### src/verilog/rtefi_pkg.sv
// Shared widths, frame offsets and power-up tables for the UDP receive core
// Offsets assume an untagged Ethernet II frame with a 20-byte IPv4 header
package rtefi_pkg;

	// Packet buffer address width, one frame deep at 2 KiB
	localparam int paw = 11;

	typedef logic [7:0] byte_t;
	typedef logic [paw-1:0] pbuf_addr_t;
	// Bit 8 flags the first byte of a frame
	typedef logic [8:0] pbuf_word_t;
	typedef logic [10:0] frame_len_t;
	typedef logic [3:0] cfg_addr_t;
	typedef logic [2:0] udp_sel_t;
	typedef logic [7:0] status_t;

	// Status vector bit positions
	localparam int st_mac_ok = 0;
	localparam int st_ip_ok = 1;
	localparam int st_udp_ok = 2;
	localparam int st_err = 3;
	localparam int st_len_bad = 4;
	// Lowest bit of the three-bit udp_sel field
	localparam int st_sel_lo = 5;

	// Legal frame length in bytes, without CRC
	localparam int min_len = 42;
	localparam int max_len = 1514;

	// Byte offsets inside the frame
	localparam int off_mac = 0;
	localparam int off_etype = 12;
	localparam int off_proto = 23;
	localparam int off_dip = 30;
	localparam int off_dport = 36;

	localparam logic [15:0] etype_ipv4 = 16'h0800;
	localparam byte_t proto_udp = 8'd17;

	// Port table size and start of the IP bytes in the MAC/IP table
	localparam int n_ports = 8;
	localparam int tbl_ip_base = 6;

	// Power-up table contents
	localparam logic [47:0] mac_default = 48'h12555500012d;
	localparam logic [31:0] ip_default = {8'd192, 8'd168, 8'd7, 8'd4};
	localparam logic [0:n_ports-1][15:0] udp_port_default = {
		16'd7, 16'd801, 16'd802, 16'd803, 16'd0, 16'd0, 16'd0, 16'd0
	};

	typedef enum logic [1:0] {idle, active, drain, report} scan_state_t;

endpackage

### src/verilog/rx_scanner.sv
// Frame scanner for preamble-stripped GMII bytes and no CRC check
// Frames starting while a report is pending are skipped whole
`timescale 1ns/1ps

module rx_scanner (
	input logic rx_clk,
	input logic rst_n,
	input rtefi_pkg::byte_t eth_d,
	input logic eth_s,
	input logic eth_e,
	input logic enable_rx,
	input rtefi_pkg::byte_t ip_d,
	input rtefi_pkg::byte_t pno_d,
	output rtefi_pkg::cfg_addr_t ip_a,
	output rtefi_pkg::cfg_addr_t pno_a,
	output rtefi_pkg::byte_t sdata,
	output logic sdata_s,
	output logic sdata_l,
	output rtefi_pkg::frame_len_t pack_len,
	output rtefi_pkg::status_t status_vec,
	output logic status_valid
);
	import rtefi_pkg::*;

	scan_state_t state;
	// Index of the byte now in eth_d while active
	frame_len_t cnt;
	frame_len_t cidx;
	// Index of the byte that comes next, for the table lookahead
	frame_len_t la;
	logic eth_s_d;
	logic start, fresh, take, frame_end;
	logic tbl_eq, len_bad;
	logic mac_run, ip_run, proto_run, err_seen, port_hit;
	logic [n_ports-1:0] hi_eq, hi_hit, port_match;
	udp_sel_t sel, sel_next;
	status_t status_next;
	// Local copy of the port table, refilled over bytes 0 to 15
	byte_t port_tbl [0:2*n_ports-1];

	assign start = eth_s & ~eth_s_d;
	assign fresh = (state == idle);
	// A byte is taken on a fresh start or inside an active frame
	assign take = fresh ? (start & enable_rx) : ((state == active) & eth_s);
	assign frame_end = (state == active) & ~eth_s;
	assign cidx = fresh ? '0 : cnt;
	assign la = take ? cidx + 1'b1 : '0;

	// Table addresses lead the data by one byte
	always_comb begin
		ip_a = '0;
		if (la < off_mac + 6)
			ip_a = la[3:0];
		else if (la >= off_dip && la < off_dip + 4)
			ip_a = cfg_addr_t'(la - off_dip + tbl_ip_base);
	end
	assign pno_a = (la < 2 * n_ports) ? la[3:0] : '0;

	assign tbl_eq = (eth_d == ip_d);
	assign len_bad = (cnt < min_len) || (cnt > max_len);

	// Port match over two bytes, lowest index wins
	always_comb begin
		for (int k = 0; k < n_ports; k++) begin
			hi_eq[k] = (eth_d == port_tbl[2*k]);
			port_match[k] = hi_hit[k] & (eth_d == port_tbl[2*k+1]);
		end
		sel_next = '0;
		for (int k = n_ports - 1; k >= 0; k--) begin
			if (port_match[k])
				sel_next = udp_sel_t'(k);
		end
	end

	// Bits only count once their bytes have arrived
	always_comb begin
		status_next = '0;
		status_next[st_mac_ok] = mac_run & (cnt > off_mac + 5);
		status_next[st_ip_ok] = ip_run & (cnt > off_dip + 3);
		status_next[st_udp_ok] = port_hit;
		status_next[st_err] = err_seen;
		status_next[st_len_bad] = len_bad;
		status_next[st_sel_lo +: $bits(udp_sel_t)] = port_hit ? sel : '0;
	end

	// Control FSM with one byte of data delay
	always_ff @(posedge rx_clk or negedge rst_n) begin
		if (!rst_n) begin
			state <= idle;
			cnt <= '0;
			eth_s_d <= 1'b0;
			sdata_s <= 1'b0;
			status_valid <= 1'b0;
		end else begin
			eth_s_d <= eth_s;
			sdata_s <= take;
			status_valid <= (state == report);
			case (state)
				idle: begin
					if (start && enable_rx) begin
						state <= active;
						cnt <= frame_len_t'(1);
					end
				end
				active: begin
					// Count saturates so oversize frames stay flagged
					if (eth_s) begin
						if (cnt != '1)
							cnt <= cnt + 1'b1;
					end else begin
						state <= drain;
					end
				end
				drain: state <= report;
				report: state <= idle;
				default: state <= idle;
			endcase
		end
	end

	// Per-frame match flags and data path
	always_ff @(posedge rx_clk) begin
		sdata <= eth_d;
		if (take) begin
			if (cidx < 2 * n_ports)
				port_tbl[cidx[3:0]] <= pno_d;
			if (cidx < off_mac + 6)
				mac_run <= (fresh | mac_run) & tbl_eq;
			if (fresh) begin
				ip_run <= 1'b1;
				err_seen <= eth_e;
				port_hit <= 1'b0;
			end else begin
				err_seen <= err_seen | eth_e;
				if (cidx == off_etype)
					ip_run <= ip_run & (eth_d == etype_ipv4[15:8]);
				if (cidx == off_etype + 1)
					ip_run <= ip_run & (eth_d == etype_ipv4[7:0]);
				if (cidx >= off_dip && cidx < off_dip + 4)
					ip_run <= ip_run & tbl_eq;
				if (cidx == off_proto)
					proto_run <= (eth_d == proto_udp);
				if (cidx == off_dport)
					hi_hit <= hi_eq;
				// Protocol byte comes earlier, so it folds in here
				if (cidx == off_dport + 1) begin
					port_hit <= proto_run & (|port_match);
					sel <= sel_next;
				end
			end
		end
		if (frame_end) begin
			pack_len <= cnt;
			status_vec <= status_next;
		end
	end

	// Last byte is known once the input strobe drops
	assign sdata_l = sdata_s & ~eth_s;

	a_valid_pulse: assert property (@(posedge rx_clk) disable iff (!rst_n)
		status_valid |=> !status_valid)
		else $error("status_valid longer than one cycle");

	a_idle_quiet: assert property (@(posedge rx_clk) disable iff (!rst_n)
		(state == idle) |-> !sdata_s)
		else $error("sdata_s high while scanner idle");

endmodule

### config.mk
export PLATFORM = sky130hd
export DESIGN_NAME = rx_scanner
export DESIGN_NICKNAME = d
export VERILOG_FILES = /design/src/verilog/rtefi_pkg.sv /design/src/verilog/rx_scanner.sv
export SDC_FILE = /design/constraint.sdc
export NUM_CORES = 1
export LEC_CHECK = 0
export BUFFER_PORTS_ARGS = -buffer_cell sky130_fd_sc_hd__buf_4
export CAP_MARGIN = 20
export CORE_MARGIN = 10
export CORE_UTILIZATION = 47
export DETAILED_ROUTE_END_ITERATION = 8
export GPL_TIMING_DRIVEN = 0
export PLACE_DENSITY_LB_ADDON = 0.1
export SLEW_MARGIN = 20
export SYNTH_ARGS = -nofsm -noshare
export SYNTH_HDL_FRONTEND = slang
export SYNTH_SLANG_ARGS = --single-unit
### constraint.sdc
create_clock -name rx_clk -period 3 [get_ports rx_clk]
set_input_delay 0.3 -clock rx_clk [delete_from_list [all_inputs] [get_ports rx_clk]]
set_output_delay 0.3 -clock rx_clk [all_outputs]
set_load 0.03 [all_outputs]
==> impl_metrics.json <==
{
  "nets": 795,
  "crit_path_end_kind": "primary output",
  "firstDrtPassIters": 5,
  "syn_area_um2": 8493,
  "antenna_found_initial": 0,
  "clock_latency_ns": 0.44,
  "place.gp.congestion": 0.8708,
  "numCtsBuffers": 17,
  "max-cap-violations": 0,
  "ys_async_sr_fraction": 0.08556,
  "cp.arrival_ns": 3.11,
  "critPathKind": "reg2out",
  "whs_ns": 0.04002,
  "via_count": 5530,
  "path_delay_family": "simple AND/OR/NAND/NOR gates",
  "drtIter0Drc": 480,
  "crit_top_cell": "ha_4",
  "initial_core_util": 0.4761,
  "die_area_um2": 23850,
  "antennaDiodeCount": 0,
  "synthAdderAreaFrac": 0.01326,
  "period_share": 1.135,
  "status": "complete, but fails checks",
  "ys_seq_area_frac": 0.6423,
  "clock_sinks": 187,
  "violations": "setup timing",
  "syn_inst": 641,
  "rsz0062_at_grt": "yes",
  "grt_use_total": 0.1807,
  "rows": 49,
  "drc": 0,
  "ys_ff_latch": 187,
  "gr-total-overflow": 0,
  "setup_viol_count_final": 8,
  "pwr_density_cell_nw_per_um2": 691.1,
  "worst_pin_slew_ns": 0.9146,
  "postRouteAntennaNets": 0,
  "routed_via_density": 5.536,
  "p_total_mw": 7.220,
  "cts_tree": "built",
  "grt_pass1_vias": 5539,
  "ys_top_cells_by_area": "edfxtp_1 (58%), xnor2_1 (12%), dfrtp_1 (4.7%)",
  "crit_path_top_delay_cell": "or3b_4",
  "cp.required_ns": 2.70,
  "worst-path-buf-inv": 3,
  "fmax_mhz": 293.6,
  "ys_types": 56,
  "grt_max_degree": 19,
  "slew_viol_final": 0,
  "synth_top_area_cell": "edfxtp_1",
  "skew_ns": 0.01498,
  "crit_chain": "inv_2, ha_4, clkbuf_16, nor2b_4, ha_4, and4b_1, nand4_1, a221oi_2, a21oi_4, or3b_4, nor3_4, buf_6",
  "start_kind": "flop",
  "period_minus_slack_ns": 3.406,
  "ys.flop_type": "edfxtp_1",
  "synth-edff-count": 163,
  "die_y_um": 154.4,
  "yosysWarnings": 0,
  "clk_path_buf_depth": 2,
  "fillCellCount": 1429,
  "cpPeakStageDelay_ns": 0.44,
  "leakagePower_nw": 3.538,
  "synth_top_family_by_area": "XOR/XNOR gates",
  "drive_gt1_frac": 0.2442,
  "die_w_um": 154.4,
  "yosysTopAreaCellShare": 0.5763,
  "syn_nets": 679,
  "hpwl_um": 14270,
  "layout.cells.non_filler": 999,
  "cp_max_fo": 5,
  "drt-wirelength-per-cell_um": 21.59,
  "synthXorXnorAreaFrac": 0.1464,
  "setup_ws_ns": -0.4064,
  "synth-simple-area-share": 0.1271,
  "finalWirelength_um": 21570,
  "finalHoldViolations": 0,
  "hold_path_class": "in2reg",
  "path_clk_slew_ns": 0.07,
  "cts_root_buf": "clkbuf_16",
  "grt_pass1_wl_um": 32900,
  "ioPinCount": 67,
  "dp_cells": 938,
  "syn_area_per_cell_um2": 13.25,
  "area_delta_synth_final_pct": 23.00,
  "synth.area.mux_share": 0.002504,
  "ir_drop_uv": 482.5,
  "htree_levels": 4,
  "core_um2": 17840,
  "pre_cts_ws_ns": -0.5522,
  "synth_compound_area_frac": 0.04626,
  "port_buffers": 66,
  "max-slew-margin-rel": 0.3903
}
## per-stage QoR
step	util	instance area, µm²	TNS (ns)
final	0.5855	10450	-2.817
after global routing	0.5855	10450	-6.146
after CTS	0.5758	10270	-3.653
after detailed placement	0.5294	9445	-25.14
after global placement	0.5277	9414	-30.66
after floorplan	-	8632	-0.7671
## registers in the layout (all words and copies together) (netlist names)
name          count
port_tbl        128
err_seen          1
mac_run           1
pack_len         11
status_vec        8
proto_run         1
state             2
hi_hit            8
sel               3
status_valid      1
port_hit          1
sdata             8
cnt              11
ip_run            1
eth_s_d           1
sdata_s           1
## path summary, 6_finish.rpt
path	depth (start not counted)	startpoint	slack, ns	to
max	12	state[0]	-0.41	pno_a[3]
min	1	eth_s	0.04	eth_s_d
max reg2reg	10	state[1]	0.06	port_tbl[8][0]
min reg2reg	0	cnt[6]	0.45	pack_len[6]
max in group asynchronous	2	rst_n	2.52	cnt[0]
min in group asynchronous	2	rst_n	0.27	cnt[3]
## worst register-to-register path, delay by kind of cell, from the launching register on
| family | cells | cell delay [ns] |
|---|---|---|
| flip-flops | 1 | 0.39 |
| buffers and inverters | 3 | 0.41 |
| AND/OR/NAND/NOR | 4 | 1.13 |
| AO/OA/AOI/OAI | 2 | 0.34 |
| adder cells (fa/ha/maj) | 1 | 0.36 |
## per-layer routing
| layer | wire length, µm | part of all wire | GRT usage | up-vias |
|---|---|---|---|---|
| met5 | 0 | 0 | 0 | - |
| met4 | 290 | 0.013 | 0.04678 | 0 |
| met3 | 1309 | 0.061 | 0.04908 | 30 |
| met2 | 10080 | 0.47 | 0.2708 | 179 |
| met1 | 9891 | 0.46 | 0.2537 | 2767 |
| li1 | - | - | - | 2554 |
## power breakdown
group          internal (mW)  total (mW)  switching [mW]
sequential              3.01        3.11          0.0965
combinational          0.776        1.99            1.21
clock                   1.09        2.13            1.04
total                   4.87        7.22            2.35
## logic make-up after synthesis
group	after synthesis
and+or+nand+nor	197
DFF	187
xor gates and xnor gates	142
buffers and inverters	45
adders and majority gates	9
AOI/OAI and AO/OA	59
muxes	2
## final cells by class
type / instances / area [µm²] / share of cell area
flip-flops and latches: 187 / 5456 / 0.5223
multi-input cells: 409 / 3123 / 0.2990
repair buffers: 100 / 815.8 / 0.07809
clock buffers: 17 / 425.4 / 0.04072
well taps: 229 / 286.5 / 0.02743
plain buffers: 30 / 155.1 / 0.01485
clock inverters: 15 / 132.6 / 0.01270
inverters: 12 / 51.30 / 0.004911
## cells in the final DEF, fill, tap and decap left out, types with 6 or more instances in the layout
master / Yosys / final
a21oi_1: 11 / 10
and2_1: 20 / 16
buf_2: 15 / 15
buf_4: 0 / 78
buf_6: 0 / 12
clkbuf_1: 14 / 10
clkbuf_16: 0 / 18
dfrtp_1: 16 / 15
dfxtp_1: 8 / 8
dlygate4sd3_1: 0 / 9
edfxtp_1: 163 / 163
ha_1: 9 / 7
inv_1: 12 / 7
nand2_1: 25 / 22
nand3_1: 16 / 15
nand4_1: 32 / 32
nor2_1: 39 / 34
nor2b_1: 7 / 6
nor3_1: 15 / 12
nor4_1: 15 / 10
o21ai_0: 13 / 12
o31ai_1: 7 / 6
xnor2_1: 112 / 111
xor2_1: 30 / 29
## synthesized netlist by cell type (2+ instances only)
cell / n
a21o_1: 3
nand2_1: 25
ha_1: 9
or3_1: 4
or2_2: 2
and3_1: 5
buf_2: 15
o21ai_0: 13
o22ai_1: 3
a21oi_1: 11
nor3_1: 15
clkbuf_1: 14
nor4_1: 15
o31ai_1: 7
nor2_1: 39
a41oi_1: 2
a31oi_1: 4
buf_1: 4
xnor2_1: 112
nand3b_1: 3
nor2b_1: 7
xor2_1: 30
inv_1: 12
and2_1: 20
o21a_1: 4
nand4_1: 32
nand3_1: 16
and3b_1: 3
edfxtp_1: 163
dfrtp_1: 16
dfxtp_1: 8
## timing repair
item / in CTS / in global routing
gates cloned: 0 / 0
buffers inserted: 13 / 11
pin swaps: 12 / 15
hold buffers: 9 / 0
gates resized for setup: 26 / 22
endpoints found under the setup margin: 112 / 94
hold endpoints to repair: 24 / 0
Power figures use the tool's default switching activity.
