### src/verilog/rtefi_pkg.sv
// Shared widths, frame offsets and power-up tables for the UDP receive core
// Offsets assume an untagged Ethernet II frame with a 20-byte IPv4 header
package rtefi_pkg;

	// Packet buffer address width, one frame deep at 2 KiB
	localparam int paw = 11;

	typedef logic [7:0] byte_t;
	typedef logic [paw-1:0] pbuf_addr_t;
	// Bit 8 flags the first byte of a frame
	typedef logic [8:0] pbuf_word_t;
	typedef logic [10:0] frame_len_t;
	typedef logic [3:0] cfg_addr_t;
	typedef logic [2:0] udp_sel_t;
	typedef logic [7:0] status_t;

	// Status vector bit positions
	localparam int st_mac_ok = 0;
	localparam int st_ip_ok = 1;
	localparam int st_udp_ok = 2;
	localparam int st_err = 3;
	localparam int st_len_bad = 4;
	// Lowest bit of the three-bit udp_sel field
	localparam int st_sel_lo = 5;

	// Legal frame length in bytes, without CRC
	localparam int min_len = 42;
	localparam int max_len = 1514;

	// Byte offsets inside the frame
	localparam int off_mac = 0;
	localparam int off_etype = 12;
	localparam int off_proto = 23;
	localparam int off_dip = 30;
	localparam int off_dport = 36;

	localparam logic [15:0] etype_ipv4 = 16'h0800;
	localparam byte_t proto_udp = 8'd17;

	// Port table size and start of the IP bytes in the MAC/IP table
	localparam int n_ports = 8;
	localparam int tbl_ip_base = 6;

	// Power-up table contents
	localparam logic [47:0] mac_default = 48'h12555500012d;
	localparam logic [31:0] ip_default = {8'd192, 8'd168, 8'd7, 8'd4};
	localparam logic [0:n_ports-1][15:0] udp_port_default = {
		16'd7, 16'd801, 16'd802, 16'd803, 16'd0, 16'd0, 16'd0, 16'd0
	};

	typedef enum logic [1:0] {idle, active, drain, report} scan_state_t;

endpackage

### src/verilog/addr_config_mem.sv
// Address and port tables written from the rx_clk configuration port
// Contents come back to defaults only through initial values, not on reset
`timescale 1ns/1ps

module addr_config_mem (
	input logic rx_clk,
	input rtefi_pkg::cfg_addr_t config_a,
	input rtefi_pkg::byte_t config_d,
	input logic config_s,
	input logic config_p,
	input rtefi_pkg::cfg_addr_t ip_a,
	input rtefi_pkg::cfg_addr_t pno_a,
	output rtefi_pkg::byte_t ip_d,
	output rtefi_pkg::byte_t pno_d
);
	import rtefi_pkg::*;

	// Six MAC bytes then four IP bytes, rest unused
	byte_t ip_mem [0:(1 << $bits(cfg_addr_t))-1];
	// Eight ports, high byte at the even address
	byte_t pno_mem [0:(1 << $bits(cfg_addr_t))-1];

	initial begin
		for (int i = 0; i < (1 << $bits(cfg_addr_t)); i++) begin
			ip_mem[i] = '0;
		end
		for (int i = 0; i < 6; i++) begin
			ip_mem[i] = mac_default[47-8*i -: 8];
		end
		for (int i = 0; i < 4; i++) begin
			ip_mem[tbl_ip_base+i] = ip_default[31-8*i -: 8];
		end
		// Port numbers split big endian like on the wire
		for (int k = 0; k < n_ports; k++) begin
			pno_mem[2*k] = udp_port_default[k][15:8];
			pno_mem[2*k+1] = udp_port_default[k][7:0];
		end
	end

	// Table writes share one address and data bus
	always @(posedge rx_clk) begin
		if (config_s)
			ip_mem[config_a] <= config_d;
		if (config_p)
			pno_mem[config_a] <= config_d;
	end

	// Registered reads, so data arrives one cycle after the address
	always_ff @(posedge rx_clk) begin
		ip_d <= ip_mem[ip_a];
		pno_d <= pno_mem[pno_a];
	end

	// Only one table may take the shared write bus at a time
	a_one_table: assert property (@(posedge rx_clk) !(config_s && config_p))
		else $error("config_s and config_p high together");

endmodule

### config.mk
export PLATFORM = sky130hd
export DESIGN_NAME = addr_config_mem
export DESIGN_NICKNAME = d
export VERILOG_FILES = /design/src/verilog/rtefi_pkg.sv /design/src/verilog/addr_config_mem.sv
export SDC_FILE = /design/constraint.sdc
export NUM_CORES = 1
export LEC_CHECK = 0
export BUFFER_PORTS_ARGS = -buffer_cell sky130_fd_sc_hd__buf_2
export CAP_MARGIN = 25
export CORE_AREA = 3 3 165 167
export DETAILED_ROUTE_END_ITERATION = 12
export DIE_AREA = 0 0 168 170
export PLACE_DENSITY = 0.58
export SYNTH_ARGS = -nofsm -noshare
export SYNTH_HDL_FRONTEND = slang
export SYNTH_SLANG_ARGS = --single-unit
### constraint.sdc
create_clock -name rx_clk -period 3.1 [get_ports rx_clk]
set_clock_uncertainty 0.1 [all_clocks]
set_input_delay 0.31 -clock rx_clk [delete_from_list [all_inputs] [get_ports rx_clk]]
set_output_delay 0.31 -clock rx_clk [all_outputs]
set_load 0.01 [all_outputs]
==> results of run 1 <==
flip-flops by register name, summed over array words and instances (netlist names):
signal	flops
pno_mem	128
ip_mem	128
pno_d	8
ip_d	8
logic make-up (layout without fill, tap and decap cells):
group	Yosys count	after routing	share of synthesized area, %
mux	64	64	15.04
simple gates	68	68	2.993
compound gates	32	32	2.336
flops	272	272	77.86
buf+inv	23	96	1.776
cell usage in the layout, fill, tap and decap left out:
cell / instances
or3b_2: 2
bufinv_16: 4
a22oi_1: 32
nand2_1: 17
clkbuf_16: 27
clkbuf_8: 4
dfxtp_1: 16
buf_12: 1
nand2b_1: 2
clkinvlp_4: 1
nor2_1: 34
nand3b_1: 4
clkbuf_1: 7
buf_2: 38
mux4_1: 28
clkinv_1: 2
nand3_1: 2
mux4_2: 36
and2b_1: 2
buf_4: 8
nor2b_1: 2
or2_2: 1
and2_1: 2
edfxtp_1: 256
clkinv_2: 4
path summary, 6_finish.rpt:
check                      start  cells past startpoint            to
hold / removal       config_d[1]                      1  ip_mem[7][1]
hold reg to reg   pno_mem[13][6]                      3      pno_d[6]
setup reg to reg   ip_mem[10][5]                      3       ip_d[5]
setup / recovery        pno_a[0]                      5      pno_d[0]
stage by stage:
stage,setup slack [ns],utilization [%],std cells
2_1_floorplan,1.422,-,459
3_3_place_gp,0.8085,41.65,818
3_5_place_dp,0.8311,41.65,818
4_1_cts,1.370,45.17,867
5_1_grt,1.275,45.17,867
6_report,1.402,45.17,867
worst max-delay path, delay by kind of cell:
kind / cells / cell delay [ns]
buffers and inverters: 2 / 0.68
and+or+nand+nor: 1 / 0.09
AOI/OAI and AO/OA: 1 / 0.34
muxes: 1 / 0.56
layout make-up:
type / instances / share of cell area, %
Clock inverter: 11 / 1.326
Timing Repair Buffer: 47 / 2.309
Sequential cell: 272 / 68.42
Tap cell: 335 / 3.581
Multi-Input combinational cell: 164 / 17.90
Clock buffer: 38 / 6.468
metal layers:
metal / vias to the layer above / share of wire (%) / track usage [%]
met5: - / 0.034 / 0
met4: 2 / 1.8 / 3.202
met3: 27 / 4.3 / 2.253
met2: 124 / 51 / 25.21
met1: 2449 / 43 / 19.22
li1: 2048 / - / -
power breakdown:
group,switching (W),internal (W)
Combinational,0.000228,0.000146
Sequential,0.0000233,0.00411
Clock,0.00127,0.00203
Total,0.00152,0.00629
==> summary.md, run 1 <==
| Metric | Value |
|---|---|
| Post-synth top area share | 74.74% |
| Congestion Overflow GR | 0 |
| First-pass iteration count of the detailed router | 5 |
| GRT Util Overall | 14.39% |
| Dominant cells by area after synthesis | edfxtp_1, mux4_2, mux4_1 |
| Clk_lat worst skew | between 0.5 and 0.6 ns |
| Ys async rst share | 0% |
| Yosys top cell by area | edfxtp_1 |
| CTS Hold Bufs | 0 |
| Number of synthesized flops with an enable pin | between 200 and 300 |
| Detailed placement HPWL | 12.54 mm |
| Clock tree sinks | 272 |
| RSZ-0062 raised after global routing | false |
| Critical Path Sink Type | flop |
| Status | completed |
| Vias in the first global route | roughly 5000 |
| Fillcell total | 2134 |
| Initial DRC count | 449 |
| Syn-to-layout area delta | 13.80% |
| Layout cell share with drive strength beyond 1 | 23.68% |
| Register bit total from synthesis | 272 |
| Syn Inst Count | 459 |
| GPL Wtd Cong | ~0.75 |
| CP max FO | 15 |
| Final WL | 20.30 mm |
| DRC | 0 |
| Sequential-to-total area share from yosys stat | 77.86% |
| Most frequent cell after synthesis | edfxtp_1 |
| Placed instance area | 0.01079 mm² |
| Reg2Reg Setup Slack | between 1.5 and 2 ns |
| # resized after CTS | 0 |
| Largest net degree at the start of global routing | 33 |
| Top_reg_cell synth | edfxtp_1 |
| Crit Path Category | in -> reg |
| Max-slew violation count | 0 |
| Post-route ant nets | 0 |
| CTS tree | done |
| Final Cell Area | around 0.012 mm² |
| PwrDens | around 670 mW/mm² |
| CP startpoint kind | input port |
| Starting Density | slightly below 40% |
| Final setup viols | 0 |
| Wire per inst | 23.41 µm |
| Core ar. | 0.02591 mm² |
| Tmin final | about 1.7 ns |
| DIE AREA | around 0.029 mm² |
| Area of the multi-input gates | 0.002095 mm² |
| Slowest CP cell | mux4_1 |
| Hold WS | 0.2421 ns |
| Post-CTS setup buffer count | 0 |
| Worst-margin pin slew | 0.9276 ns |
| Clock Path Buffers | 3 |
| Req. time, crit path | about 3.4 ns |
| Register area | roughly 0.0080 mm² |
| Global-route wire length before repair | 31.11 mm |
| Maxcap violations | 0 |
| Routed vias | 4650 |
| Slew Limit Headroom | 37.93% |
| Vias per cell | 5.363 |
| Hold Path Class | in -> reg |
| YS warnings | 0 |
| Period utilization | between 50% and 60% |
| Port bufs | 38 |
| FP Rows | 59 |
| Critical path's largest stage delay | 0.56 ns |
| Arrival time worst endpoint | ~2.0 ns |
| Netlist cell types | 21 |
| Post-synth top cells | edfxtp_1, mux4_2, nor2_1 |
| Pleak | 3.838 nW |
| Root buf cell | clkbuf_16 |
| Pwr Total | 0.007810 W |
| Worst VDD drop | approximately 0.0004 V |
| Synth Cell Area | 0.01028 mm² |
| Nets | 535 |
| Mapped Nets | 482 |
| Sum Neg Setup Slack | 0 ns |
| CTS Buf Count | 27 |
| Die Y-Extent | 170 µm |
| Endpoints failing hold | 0 |
| CTS clk-pin slew, worst paths | 0.06 ns |
| Worst-path cell chain | buf_2 > buf_12 > mux4_1 > a22oi_1 > nand2_1 |
| Ant diodes | 0 |
| Fmax | around 590 MHz |
| Mapped Avg Cell Area | 22.41 µm² |
| Antenna violations before repair | 1 |
| Ports | 39 |
| # H-tree levels | 1 |
| Die width | 168 µm |
Power figures use the tool's default switching activity.
==> run 2: changes to the inputs <==
Settings changed: PLACE_DENSITY 0.58 to 0.6.
Clock period 3.1 ns to 1.5 ns, I/O delays scaled along.
==> run 2 against run 1 <==
Effect of this change:
- sequential power rose by 110%
- flip-flop and latch count did not move
- sequential share of layout area fell by 2.1 points
- critical path depth fell by 2
- setup slack got worse by 1.4 ns
- combinational power rose by 130%
- first-iteration DRC count fell by 13%
- register-to-register slack got worse by 1.6 ns
- non-clock buffer count rose by 46
- hold slack got worse by 0.18 ns
==> summary.md, run 2 (synthesis results as in run 1) <==
| Metric | Value |
|---|---|
| Final setup viols | 0 |
| DIE AREA | 0.02856 mm² |
| Nets | 581 |
| First-pass iteration count of the detailed router | 5 |
| Sw frac | about a fifth |
| Detailed placement HPWL | 12.55 mm |
| FP Rows | just under 60 |
| Worst-margin pin slew | 0.8357 ns |
| Largest net degree at the start of global routing | 33 |
| Ports | 39 |
| CTS tree | done |
| Reg power frac | 55.0% |
| Critical Path Sink Type | flop |
| Largest regs | ip_mem (128), pno_mem (128) |
| Syn-to-layout area delta | 17.40% |
| Layout cell share with drive strength beyond 1 | 30.74% |
| Clock Path Buffers | 3 |
| Maxcap violations | 0 |
| Slew Limit Headroom | 44.17% |
| Clk_lat worst skew | ~0.53 ns |
| CTS Hold Bufs | 0 |
| Tmin final | 1.490 ns |
| GPL Wtd Cong | 0.7565 |
| CTS clk-pin slew, worst paths | 0.06 ns |
| Comb power frac | 5.6% |
| RSZ-0062 raised after global routing | false |
| Worst VDD drop | 0.0007494 V |
| # H-tree levels | 1 |
| DRC | 0 |
| Hold WS | 0.05736 ns |
| Clock tree sinks | ~270 |
| Root buf cell | clkbuf_16 |
| Ant diodes | 0 |
| Most common cell after layout, fill and taps aside | edfxtp_1 |
| Wire per inst | 22.23 µm |
| Placed instance area | 0.01121 mm² |
| Final Cell Area | 0.01207 mm² |
| Setup ws final | approximately 0.01 ns |
| Global-route wire length before repair | 31.17 mm |
| Crit Path Category | reg -> reg |
| Congestion Overflow GR | 0 |
| Antenna violations before repair | 0 |
| Clk network pwr share | 39.4% |
| CP startpoint kind | flop |
| Max-slew violation count | 0 |
| Starting Density | 39.69% |
| Period utilization | 99.33% |
| Post-route ant nets | 0 |
| Routed vias | 4832 |
| Endpoints failing hold | 0 |
| Arrival time worst endpoint | about 1.8 ns |
| Vias per cell | roughly 5.3 |
| PwrDens | 1287 mW/mm² |
| Dpl cells | 864 |
| Die width | between 150 and 200 µm |
| Port bufs | 38 |
| Non-Filler Instances | between 900 and 1000 |
| Setup WS pre-CTS | -0.3562 ns |
| CP max FO | 1 |
| Req. time, crit path | roughly 1.8 ns |
| Initial DRC count | just under 400 |
| Final WL | 20.32 mm |
| Net Sw Power | around 0.0032 W |
| GRT Util Overall | 14.32% |
| Internal Power | roughly 0.012 W |
| Pleak | 4.052 nW |
| CTS Buf Count | 27 |
| Core ar. | ~0.026 mm² |
| Vias in the first global route | 5054 |
| Status | completed |
| Die Y-Extent | 170 µm |
| Post-CTS setup buffer count | 0 |
| Hold Path Class | in -> reg |
| Fmax | ~670 MHz |
| Commonest cells after routing, fill and taps aside | edfxtp_1, buf_4, buf_2 |
[run 2: layout make-up]
| type | count | area, µm² |
|---|---|---|
| fillers | 2106 | 13840 |
| well taps | 335 | 419.2 |
| clock buffers | 41 | 758.2 |
| flip-flops and latches | 272 | 8008 |
| repair buffers | 93 | 690.7 |
| multi-input cells | 164 | 2152 |
| clock inverters | 9 | 46.29 |
[run 2: power groups by stage]
stage / Sequential (W) / Combinational [W] / Clock [W]
final: 0.00854 / 0.000873 / 0.00612
after CTS: 0.00854 / 0.000874 / 0.00628
after global placement: 0.00870 / 0.000852 / 0
after floorplan: 0.00872 / 0.000434 / 0
after global routing: 0.00855 / 0.000947 / 0.00661
after detailed placement: 0.00870 / 0.000869 / 0
[run 2: worst max-delay path, cell delays in order, from the launching register on]
cell and delay [ns]:
edfxtp_1 0.37, mux4_1 0.50, a22oi_1 0.30, nand2_1 0.10
[run 2: per-stage QoR]
stage	utilization (%)	setup TNS, ns	total power, W
floorplan	-	-0.7528	0.009150
global placement	43.28	-3.291	0.009548
global route	46.60	0	0.01611
finish	46.60	0	0.01554
CTS	46.40	0	0.01569
detailed placement	43.28	-4.446	0.009573
[run 2: final timing paths]
kind,from,to,cells after the start,slack (ns)
setup / recovery,ip_mem[9][3],ip_d[3],3,0.01
hold / removal,config_d[7],pno_mem[4][7],1,0.06
hold reg to reg,pno_mem[4][4],pno_d[4],3,0.56
setup reg to reg,ip_mem[9][3],ip_d[3],3,0.01
[run 2: layer usage]
metal	vias up	GRT usage (%)	share of wire [%]
met2	135	24.08	50
met1	2523	19.52	42
met3	41	2.184	5.3
li1	2133	-	-
met4	0	4.482	2.5
met5	-	0	0
[run 2: repair_timing]
action	4_1_cts	5_1_grt
setup endpoints to repair	1	11
endpoints found under the hold margin	0	0
pin swaps	0	2
resized for setup	1	10
