<file path="src/verilog/rtefi_pkg.sv">
// Shared widths, frame offsets and power-up tables for the UDP receive core
// Offsets assume an untagged Ethernet II frame with a 20-byte IPv4 header
package rtefi_pkg;

	// Packet buffer address width, one frame deep at 2 KiB
	localparam int paw = 11;

	typedef logic [7:0] byte_t;
	typedef logic [paw-1:0] pbuf_addr_t;
	// Bit 8 flags the first byte of a frame
	typedef logic [8:0] pbuf_word_t;
	typedef logic [10:0] frame_len_t;
	typedef logic [3:0] cfg_addr_t;
	typedef logic [2:0] udp_sel_t;
	typedef logic [7:0] status_t;

	// Status vector bit positions
	localparam int st_mac_ok = 0;
	localparam int st_ip_ok = 1;
	localparam int st_udp_ok = 2;
	localparam int st_err = 3;
	localparam int st_len_bad = 4;
	// Lowest bit of the three-bit udp_sel field
	localparam int st_sel_lo = 5;

	// Legal frame length in bytes, without CRC
	localparam int min_len = 42;
	localparam int max_len = 1514;

	// Byte offsets inside the frame
	localparam int off_mac = 0;
	localparam int off_etype = 12;
	localparam int off_proto = 23;
	localparam int off_dip = 30;
	localparam int off_dport = 36;

	localparam logic [15:0] etype_ipv4 = 16'h0800;
	localparam byte_t proto_udp = 8'd17;

	// Port table size and start of the IP bytes in the MAC/IP table
	localparam int n_ports = 8;
	localparam int tbl_ip_base = 6;

	// Power-up table contents
	localparam logic [47:0] mac_default = 48'h12555500012d;
	localparam logic [31:0] ip_default = {8'd192, 8'd168, 8'd7, 8'd4};
	localparam logic [0:n_ports-1][15:0] udp_port_default = {
		16'd7, 16'd801, 16'd802, 16'd803, 16'd0, 16'd0, 16'd0, 16'd0
	};

	typedef enum logic [1:0] {idle, active, drain, report} scan_state_t;

endpackage

</file>
<file path="src/verilog/pbuf_writer.sv">
// Packet buffer writer with commit or rewind at each report
// Pointer wraps over the buffer and one frame deep is assumed
`timescale 1ns/1ps

module pbuf_writer (
	input logic rx_clk,
	input logic rst_n,
	input rtefi_pkg::byte_t data_in,
	input logic data_s,
	input logic data_f,
	input rtefi_pkg::status_t status_vec,
	input logic status_valid,
	output rtefi_pkg::pbuf_addr_t mem_a,
	output rtefi_pkg::pbuf_word_t mem_d,
	output logic commit_stb,
	output rtefi_pkg::pbuf_addr_t commit_ptr
);
	import rtefi_pkg::*;

	// Next address to write
	pbuf_addr_t wr_ptr;
	logic in_frame;
	logic first;
	logic accept;

	// First byte is a strobe with no frame already open
	assign first = data_s & ~in_frame;

	// Keep only frames that pass every check
	assign accept = status_vec[st_mac_ok] & status_vec[st_ip_ok] &
		status_vec[st_udp_ok] & ~status_vec[st_err] & ~status_vec[st_len_bad];

	// Memory writes every cycle
	// Idle cycles just scribble on the next free slot
	assign mem_a = wr_ptr;
	assign mem_d = {first, data_in};

	always_ff @(posedge rx_clk or negedge rst_n) begin
		if (!rst_n) begin
			wr_ptr <= '0;
			in_frame <= 1'b0;
			commit_ptr <= '0;
			commit_stb <= 1'b0;
		end else begin
			commit_stb <= status_valid & accept;
			if (data_s) begin
				wr_ptr <= wr_ptr + 1'b1;
				// Last byte closes the frame
				in_frame <= ~data_f;
			end
			// Report never overlaps data, so these never collide
			if (status_valid) begin
				if (accept)
					commit_ptr <= wr_ptr;
				else
					wr_ptr <= commit_ptr;
			end
		end
	end

	// Commit only one cycle behind a report and only past written frame data
	a_commit_after_report: assert property (@(posedge rx_clk) disable iff (!rst_n)
		commit_stb |-> $past(status_valid) && (commit_ptr != $past(commit_ptr)))
		else $error("commit_stb without status_valid or without frame data");

	// Scanner must finish the data before it reports
	a_report_after_data: assert property (@(posedge rx_clk) disable iff (!rst_n)
		status_valid |-> !data_s)
		else $error("status_valid during frame data");

endmodule

</file>
<file path="config.mk">
export PLATFORM = sky130hd
export DESIGN_NAME = pbuf_writer
export DESIGN_NICKNAME = d
export VERILOG_FILES = /design/src/verilog/rtefi_pkg.sv /design/src/verilog/pbuf_writer.sv
export SDC_FILE = /design/constraint.sdc
export NUM_CORES = 1
export LEC_CHECK = 0
export CAP_MARGIN = 25
export CORE_MARGIN = 5
export CORE_UTILIZATION = 45
export DETAILED_ROUTE_END_ITERATION = 6
export DONT_BUFFER_PORTS = 1
export GPL_TIMING_DRIVEN = 0
export HOLD_SLACK_MARGIN = 0.05
export SYNTH_ARGS = -nofsm -noshare
export SYNTH_HDL_FRONTEND = slang
export SYNTH_SLANG_ARGS = --single-unit
</file>
<file path="constraint.sdc">
create_clock -name rx_clk -period 1.4 [get_ports rx_clk]
set_input_delay 0.28 -clock rx_clk [delete_from_list [all_inputs] [get_ports rx_clk]]
set_output_delay 0.28 -clock rx_clk [all_outputs]
set_load 0.005 [all_outputs]
</file>
==> results of run 1 <==
-- layer usage --
layer	up-vias	routed length [um]
li1	394	-
met1	400	1029
met2	32	1218
met3	5	221
met4	0	44
met5	-	0
-- final timing paths --
check	endpoint	slack, ps	startpoint
worst min register to register	in_frame$_DFFE_PN0P_	550	in_frame$_DFFE_PN0P_
worst min-delay path	in_frame$_DFFE_PN0P_	220	data_s
min in group asynchronous	mem_a[10]$_DFF_PN0_	340	rst_n
worst max register to register	mem_a[10]$_DFF_PN0_	-3	mem_a[0]$_DFF_PN0_
worst max-delay path	mem_a[10]$_DFF_PN0_	-3	mem_a[0]$_DFF_PN0_
max in group asynchronous	mem_a[3]$_DFF_PN0_	580	rst_n
-- per-stage QoR --
stage | hold slack (ps) | worst slack, ps | total power, mW | instances | utilization, %
after floorplan | -15.59 | 15.48 | 1.151 | 102 | -
after CTS | 213.4 | -29.57 | 1.637 | 139 | 52.98
after global placement | -14.93 | -161.7 | 1.211 | 132 | 49.75
after detailed placement | -14.93 | -136.6 | 1.226 | 132 | 49.75
after global routing | 220.1 | -100.4 | 1.734 | 143 | 54.96
final | 219.1 | -3.209 | 1.626 | 143 | 54.96
-- state kept, by name, indices dropped and copies added (netlist names) --
| register | cells |
|---|---|
| in_frame | 1 |
| commit_ptr | 11 |
| commit_stb | 1 |
| mem_a | 11 |
-- layout by cell type, fill, tap and decap left out, types with 2 or more instances in the layout --
cell type       n
mux2_2         17
dfrtp_1        17
buf_4          15
dfrtp_2         7
a211oi_1        6
a31oi_1         6
o21ai_0         5
nand2_1         4
xnor2_1         3
clkbuf_4        3
nand4_4         2
o31ai_1         2
or4_1           2
inv_1           2
nand4_1         2
or3_1           2
nand3_1         2
dlygate4sd3_1   2
-- cell type report --
| cell class | count | area share, % |
|---|---|---|
| tap | 30 | 2.708 |
| sequential | 24 | 43.95 |
| buffer | 13 | 6.588 |
| timing repair buffer | 7 | 4.693 |
| clock buffer | 4 | 2.617 |
| inverter | 2 | 0.5415 |
| multi-input combinational | 63 | 38.90 |
-- cells by family (layout without fill, tap and decap cells) --
group | count (synthesis) | count (layout) | share of synthesized area [%]
flops | 24 | 24 | 49.48
simple gates | 21 | 21 | 12.16
compound gates | 20 | 20 | 10.51
mux | 17 | 17 | 15.77
buf+inv | 15 | 26 | 8.144
xor+xnor | 4 | 4 | 2.887
fa+ha+maj | 1 | 1 | 1.031
-- power groups by stage --
stage	clock [mW]	sequential, mW	combinational (mW)
global placement	0	0.981	0.230
detailed placement	0	0.986	0.240
floorplan	0	0.941	0.210
global route	0.410	1.01	0.310
CTS	0.381	0.986	0.271
finish	0.366	0.986	0.274
-- what timing repair did --
item | CTS | global route
hold buffers | 2 | 0
resized for setup | 7 | 2
hold endpoints to repair | 25 | 0
setup endpoints to repair | 6 | 7
buffers inserted | 1 | 3
pin swaps | 2 | 5
-- worst max-delay path: stages, from the launching register on --
cell     delay (ps)
dfrtp_2         480
ha_4            160
nand4_1         130
or4_1           420
a31oi_1         140
==> impl_metrics.json, run 1 <==
{
  "ys_seq_area_share_pct": 49.48,
  "peakVddDrop_uv": 884.0,
  "clk_latency_ps": 310,
  "p_per_area_nw_per_um2": 1173,
  "grt_usage_pct": 14.30,
  "cp-start-kind": "register",
  "portBuffers": 0,
  "vias": 831,
  "grt_use_met1_pct": 17.53,
  "synth_edf_count": 0,
  "routabilityCongestion": 0.7477,
  "drc": 0,
  "fin_setup_tns_ps": -3.209,
  "initialDrtViolationCount": 16,
  "yosys_warnings": 0,
  "syn_to_final_growth_pct": 14.23,
  "period_needed_ps": 1403,
  "layout-drive-gt1-share_pct": 44.25,
  "synth-main-ff-cell": "dfrtp_1",
  "rsz0062_at_grt": "yes",
  "tritoncts": "built",
  "finalMaxSlewViolations": 0,
  "antenna_cells": 0,
  "overflow": 0,
  "wire_per_inst_um": 17.59,
  "seq_power_share_pct": 60.6,
  "violations": "negative setup slack",
  "leakage_nw": 0.5939,
  "die_area_um2": 3835,
  "hold_viol": 0,
  "min_path_type": "input port to register",
  "synth.avg_cell_area_um2": 11.90,
  "busiest_layer": "met2",
  "fp.coreArea_um2": 2522,
  "critPathRequiredTime_ps": 1650,
  "worstMarginPinSlew_ps": 474.9,
  "netlist_instances": 102,
  "start_util_pct": 48.12,
  "cts_sinks": 24,
  "nets": 136,
  "period_share_pct": 100.2,
  "final_cell_area_um2": 1386,
  "numCtsBuffers": 3,
  "grt_max_degree": 25,
  "cts-root-buf": "clkbuf_4",
  "synthTopCellsByArea": "dfrtp_1, mux2_2, buf_4",
  "regArea_um2": 609.3,
  "yosysUniqueCellTypes": 27,
  "slew_headroom_pct": 68.24,
  "synthTopCellsByCount": "dfrtp_1, mux2_2, buf_4",
  "io_pins": 53,
  "row_count": 18,
  "critPathKind": "register to register",
  "syn-cell-area_um2": 1214,
  "grt_use_met3_pct": 5.165,
  "synth_seq_cells": 24,
  "cp.arrival_ps": 1650,
  "place_hpwl_um": 1771,
  "p_int_mw": 1.135,
  "use_met2_pct": 22.57,
  "drt_first_pass_iters": 4,
  "fin_skew_ps": 3.299,
  "final-setup-viol-count": 1,
  "dieWidth_um": 61.93,
  "netlist.area_leader.share_pct": 49.48,
  "grt_pass1_wl_um": 3981,
  "cts_buffer_depth": 2,
  "end_kind": "register",
  "die_h_um": 61.93,
  "power.switching_uw": 490.5,
  "synth_async_sr_flop_share_pct": 100.0,
  "ant_nets": 0,
  "outcome": "finished, violations left",
  "finalWorstSetupSlack_ps": -3.209,
  "rr_worst_depth": 4,
  "clk_pin_slew_ps": 130,
  "drt-total-wl_um": 2515,
  "placed_area_um2": 1255,
  "cp_max_fo": 5,
  "clkPwrFrac_pct": 22.5,
  "cap_viol_max_count": 0,
  "whs_path_depth": 2,
  "nFillCells": 225,
  "switching_share_pct": 30.17,
  "first_global_vias": 814,
  "fmax_ghz": 0.7127,
  "antenna_found_initial": 0,
  "syn-num-nets": 124,
  "p_comb_share_pct": 16.8,
  "cts.htree.levels": 1,
  "multi_input_area_um2": 539.3,
  "synth_most_common_cell": "dfrtp_1",
  "synth_top_cell_by_area": "dfrtp_1",
  "viasPerCell": 5.811
}
Power figures use the tool's default switching activity.
==> run 2: changes to the inputs <==
ABC_AREA = 1   (was unset)
CORE_UTILIZATION = 55   (was 45)
PLACE_DENSITY = 0.73   (was unset)
==> impl_metrics.json, run 2 <==
{
  "critPathRequiredTime_ps": 1620,
  "synth-main-ff-cell": "dfrtp_1",
  "layout-drive-gt1-share_pct": 17.83,
  "portBuffers": 0,
  "synth_seq_cells": 24,
  "post_cts_buffers": 0,
  "cp.arrival_ps": 1590,
  "netlist.area_leader.share_pct": 48.73,
  "power_mw": 1.354,
  "synth_async_sr_flop_share_pct": 100.0,
  "rsz0062_at_grt": "yes",
  "die_h_um": 57.34,
  "yosys_warnings": 0,
  "regArea_um2": 601.8,
  "fp.coreArea_um2": 2170,
  "cts_sinks": 24,
  "final-setup-viol-count": 0,
  "clk_pin_slew_ps": 120,
  "start_util_pct": 56.81,
  "finalMaxSlewViolations": 0,
  "row_count": 17,
  "synth.avg_cell_area_um2": 8.108,
  "multi_input_area_um2": 478.0,
  "critPathKind": "register to register",
  "outcome": "completed",
  "syn_to_final_growth_pct": 7.614,
  "hold_viol": 0,
  "cts_buffer_depth": 2,
  "period_needed_ps": 1371,
  "cts.htree.levels": 1,
  "peakVddDrop_uv": 625.0,
  "drc": 0,
  "dieWidth_um": 57.34,
  "p_int_uw": 952.6,
  "end_kind": "register",
  "worstMarginPinSlew_ps": 523.2,
  "min_path_type": "input port to register",
  "fin_skew_ps": 3.517,
  "nets": 181,
  "synth_most_common_cell": "nand2_1",
  "viasPerCell": 5.243,
  "initialDrtViolationCount": 18,
  "numCtsBuffers": 3,
  "leakage_nw": 0.6773,
  "period_share_pct": 97.89,
  "cap_viol_max_count": 0,
  "synth_edf_count": 0,
  "seq_power_share_pct": 63.3,
  "nFillCells": 210,
  "switching_share_pct": 29.63,
  "synthTopCellsByCount": "nand2_1, dfrtp_1, inv_1",
  "synthTopCellsByArea": "dfrtp_1, nand2_1, buf_4",
  "clk_latency_ps": 310,
  "antenna_found_initial": 0,
  "synth_top_cell_by_area": "dfrtp_1",
  "cts-root-buf": "clkbuf_4",
  "slew_headroom_pct": 65.01,
  "fmax_ghz": 0.7297,
  "routabilityCongestion": 0.7670,
  "final_common_cell": "nand2_1",
  "netlist_instances": 152,
  "grt_usage_pct": 16.64,
  "cp-start-kind": "register",
  "p_per_area_nw_per_um2": 1021,
  "first_global_vias": 978,
  "ys_seq_area_share_pct": 48.73,
  "tritoncts": "built",
  "die_area_um2": 3287,
  "drt-total-wl_um": 2654,
  "syn-num-nets": 174,
  "overflow": 0,
  "fin_setup_tns_ps": 0,
  "syn-cell-area_um2": 1232,
  "wire_per_inst_um": 14.35,
  "io_pins": 53,
  "yosysUniqueCellTypes": 21,
  "layout_common_cells": "nand2_1, dfrtp_1, inv_1, o21ai_0, buf_4",
  "grt_pass1_wl_um": 4340,
  "antenna_cells": 0,
  "grt_max_degree": 25,
  "place_hpwl_um": 1963,
  "vias": 970,
  "power.switching_uw": 401.2,
  "ant_nets": 0,
  "p_comb_share_pct": 14.8,
  "clkPwrFrac_pct": 21.9,
  "cp_max_fo": 5,
  "drt_first_pass_iters": 4
}
==> run 2: cell count changes in the layout (fill, tap and decap cells not counted), sizes merged, moves of 9 or more <==
cell	before	now
o21ai	5	15
mux2	17	0
inv	2	21
nand3	2	11
nand2	4	50
==> run 2: final cells by class <==
| class | count | area share [%] |
|---|---|---|
| flip-flops and latches | 24 | 45.38 |
| multi-input cells | 95 | 36.04 |
| plain buffers | 12 | 6.415 |
| inverters | 21 | 5.943 |
| well taps | 28 | 2.642 |
| repair buffers | 2 | 1.887 |
| clock buffers | 3 | 1.698 |
==> run 2: per-layer routing <==
metal	vias to the layer above	routed length (um)	global-route usage [%]
met5	-	0	0
met4	0	43	6.623
met3	5	201	4.299
met2	35	1345	28.71
met1	457	1063	19.71
li1	473	-	-
==> run 2: logic make-up after synthesis <==
family	share of synthesized area, %
adders and majority gates	1.015
and+or+nand+nor	27.21
buffers and inverters	13.30
xor gates and xnor gates	2.132
DFF	48.73
AOI/OAI and AO/OA	7.614
==> run 2: metrics by stage <==
stage | cells | utilization [%] | worst slack [ps] | instance area (um^2) | hold slack (ps)
6_report | 185 | 61.13 | 29.48 | 1326 | 101.2
5_1_grt | 185 | 61.13 | -83.36 | 1326 | 76.34
4_1_cts | 184 | 59.92 | 21.31 | 1300 | 98.48
3_5_place_dp | 180 | 58.42 | 48.26 | 1267 | -14.99
3_3_place_gp | 180 | 58.42 | 70.18 | 1267 | -15.00
2_1_floorplan | 152 | - | 198.4 | 1232 | -15.59
==> run 2: worst max-delay path: stages, from the launching register on <==
cell     delay [ps]
dfrtp_1         450
ha_2            240
nand3_4         100
nor2_4          200
nand2_1          70
nand2_1          50
nand3_1          60
nand2_1          70
inv_1            30
==> run 2: final timing paths <==
kind | from | slack (ps) | depth (start not counted) | endpoint
max | mem_a[1]$_DFF_PN0_ | 30 | 8 | mem_a[8]$_DFF_PN0_
min | data_f | 100 | 1 | in_frame$_DFFE_PN0P_
max reg2reg | mem_a[1]$_DFF_PN0_ | 30 | 8 | mem_a[8]$_DFF_PN0_
min reg2reg | commit_ptr[1]$_DFFE_PN0P_ | 550 | 2 | mem_a[1]$_DFF_PN0_
max in group asynchronous | rst_n | 560 | 2 | commit_ptr[6]$_DFFE_PN0P_
min in group asynchronous | rst_n | 370 | 1 | commit_ptr[0]$_DFFE_PN0P_
==> run 2: timing repair <==
| action | 4_1_cts | 5_1_grt |
|---|---|---|
| hold buffers | 1 | 0 |
| resized for setup | 0 | 4 |
| hold endpoints to repair | 24 | 0 |
| endpoints found under the setup margin | 0 | 4 |
==> run 2: power by group through the flow <==
stage	combinational, mW	sequential (mW)	clock (mW)
after CTS	0.194	0.857	0.305
after floorplan	0.152	0.845	0
after global placement	0.169	0.867	0
final	0.200	0.857	0.297
after detailed placement	0.177	0.872	0
after global routing	0.232	0.871	0.328
==> run 3: changes to the inputs <==
CELL_PAD_IN_SITES_DETAIL_PLACEMENT = 0   (was unset)
CELL_PAD_IN_SITES_GLOBAL_PLACEMENT = 2   (was unset)
CORE_UTILIZATION = 30   (was 55)
PLACE_DENSITY = unset   (was 0.73)
PLACE_DENSITY_LB_ADDON = 0.1   (was unset)
==> impl_metrics.json, run 3 (synthesized netlist as in run 2, its figures left out) <==
{
  "grt_usage_pct": 11.80,
  "fmax_ghz": 0.7278,
  "placedCellCount": 202,
  "max_stage_delay_ps": 440,
  "power_mw": 1.472,
  "outcome": "completed",
  "p_int_mw": 1.049,
  "antenna_cells": 0,
  "drt-total-wl_um": 3078,
  "final_common_cell": "nand2_1",
  "period_share_pct": 98.14,
  "syn_to_final_growth_pct": 12.39,
  "finalWorstSetupSlack_ps": 26.03,
  "wl_met2_um": 1352,
  "clk_latency_ps": 260,
  "ant_nets": 0,
  "p_per_area_nw_per_um2": 1062,
  "dr_wl_met3_um": 244,
  "nFillCells": 430,
  "crit_chain": "ha_2, nand3_4, nor2_4, nand2_1, nand2_1, nand3_1, nand2_1, inv_1",
  "fp.coreArea_um2": 4000,
  "die_h_um": 74.10,
  "placed_area_um2": 1295,
  "cts.htree.levels": 1,
  "drt_first_pass_iters": 4,
  "end_kind": "register",
  "final_cell_area_um2": 1385,
  "cp_slowest_cell": "dfrtp_1",
  "vias": 953,
  "p_comb_share_pct": 13.9,
  "cts_buffer_depth": 2,
  "cts_sinks": 24,
  "critPathRequiredTime_ps": 1570,
  "power.switching_uw": 422.6,
  "clkPwrFrac_pct": 27.9,
  "worstMarginPinSlew_ps": 289.9,
  "hold_ws_ps": 113.2,
  "cp-start-kind": "register",
  "wire_per_inst_um": 14.80,
  "grt_max_degree": 25,
  "first_global_vias": 936,
  "critPathKind": "register to register",
  "die_area_um2": 5490,
  "min_from": "data_f",
  "row_count": 23,
  "wl_met1_um": 1452,
  "cap_viol_max_count": 0,
  "peakVddDrop_uv": 496.1,
  "io_pins": 53,
  "routabilityCongestion": 0.6955,
  "hold_viol": 0,
  "min_path_type": "input port to register",
  "layout-drive-gt1-share_pct": 18.35,
  "fin_skew_ps": 2.190,
  "cp.arrival_ps": 1540,
  "portBuffers": 0,
  "rsz0062_at_grt": "yes",
  "layout_common_cells": "nand2_1, dfrtp_1, inv_1, o21ai_0, buf_4",
  "antenna_found_initial": 0,
  "viasPerCell": 4.582,
  "r2r-start": "mem_a[1]$_DFF_PN0_",
  "final_util_pct": 34.63,
  "start_util_pct": 30.81,
  "finalMaxSlewViolations": 0,
  "cts-root-buf": "clkbuf_8",
  "slew_headroom_pct": 80.61,
  "place_hpwl_um": 2237,
  "drc": 0,
  "dieWidth_um": 74.10,
  "numCtsBuffers": 3,
  "fin_setup_tns_ps": 0,
  "seq_power_share_pct": 58.2,
  "place_ws_ps": 32.84,
  "cp_max_fo": 5,
  "initialDrtViolationCount": 48,
  "leakage_nw": 0.6908,
  "final-setup-viol-count": 0,
  "overflow": 0,
  "switching_share_pct": 28.71,
  "grt_pass1_wl_um": 4912,
  "nets": 182,
  "startpoint": "mem_a[1]$_DFF_PN0_",
  "tritoncts": "built",
  "top_layer": "met4",
  "path_common_cell": "nand2_1",
  "period_needed_ps": 1374,
  "clk_pin_slew_ps": 80,
  "layoutNonFillerInstCount": 208
}
## run 3: what timing repair did
action                     4_1_cts  5_1_grt
hold endpoints to repair        24        0
setup buffers                    0        1
resized for setup                0        3
setup endpoints to repair        0        4
hold buffers                     2        0
## run 3: worst max-delay path, delay by kind of cell (launching register included)
| family | cells | cell delay [ps] |
|---|---|---|
| flip-flops | 1 | 440 |
| buffers and inverters | 1 | 30 |
| adder cells (fa/ha/maj) | 1 | 240 |
| AND/OR/NAND/NOR | 6 | 570 |
## run 3: final cells by class
type	instances	area, um^2	area share (%)
Sequential cell	24	601.8	43.45
Multi-Input combinational cell	95	478.0	34.51
Buffer	12	85.08	6.143
Inverter	21	78.83	5.691
Tap cell	50	62.56	4.517
Clock buffer	3	41.29	2.981
Timing Repair Buffer	3	37.54	2.710
## run 3: path summary, 6_finish.rpt
check | to | slack, ps | cells after the start
worst min-delay path | in_frame$_DFFE_PN0P_ | 110 | 1
worst max-delay path | mem_a[8]$_DFF_PN0_ | 30 | 8
worst min register to register | in_frame$_DFFE_PN0P_ | 490 | 2
max in group asynchronous | mem_a[0]$_DFF_PN0_ | 800 | 2
worst max register to register | mem_a[8]$_DFF_PN0_ | 30 | 8
min in group asynchronous | commit_ptr[10]$_DFFE_PN0P_ | 440 | 2
## run 3: layer usage
layer  up-vias  global-route usage [%]
met3         4                   2.703
met5         -                       0
met4         0                   4.225
li1        479                       -
met2        35                   17.42
met1       435                   16.86
## run 3: power by group through the flow
stage	Sequential [mW]	Clock, mW	Combinational (mW)
floorplan	0.845	0	0.152
global placement	0.870	0	0.176
detailed placement	0.872	0	0.179
CTS	0.858	0.436	0.204
global route	0.872	0.459	0.241
finish	0.856	0.411	0.204
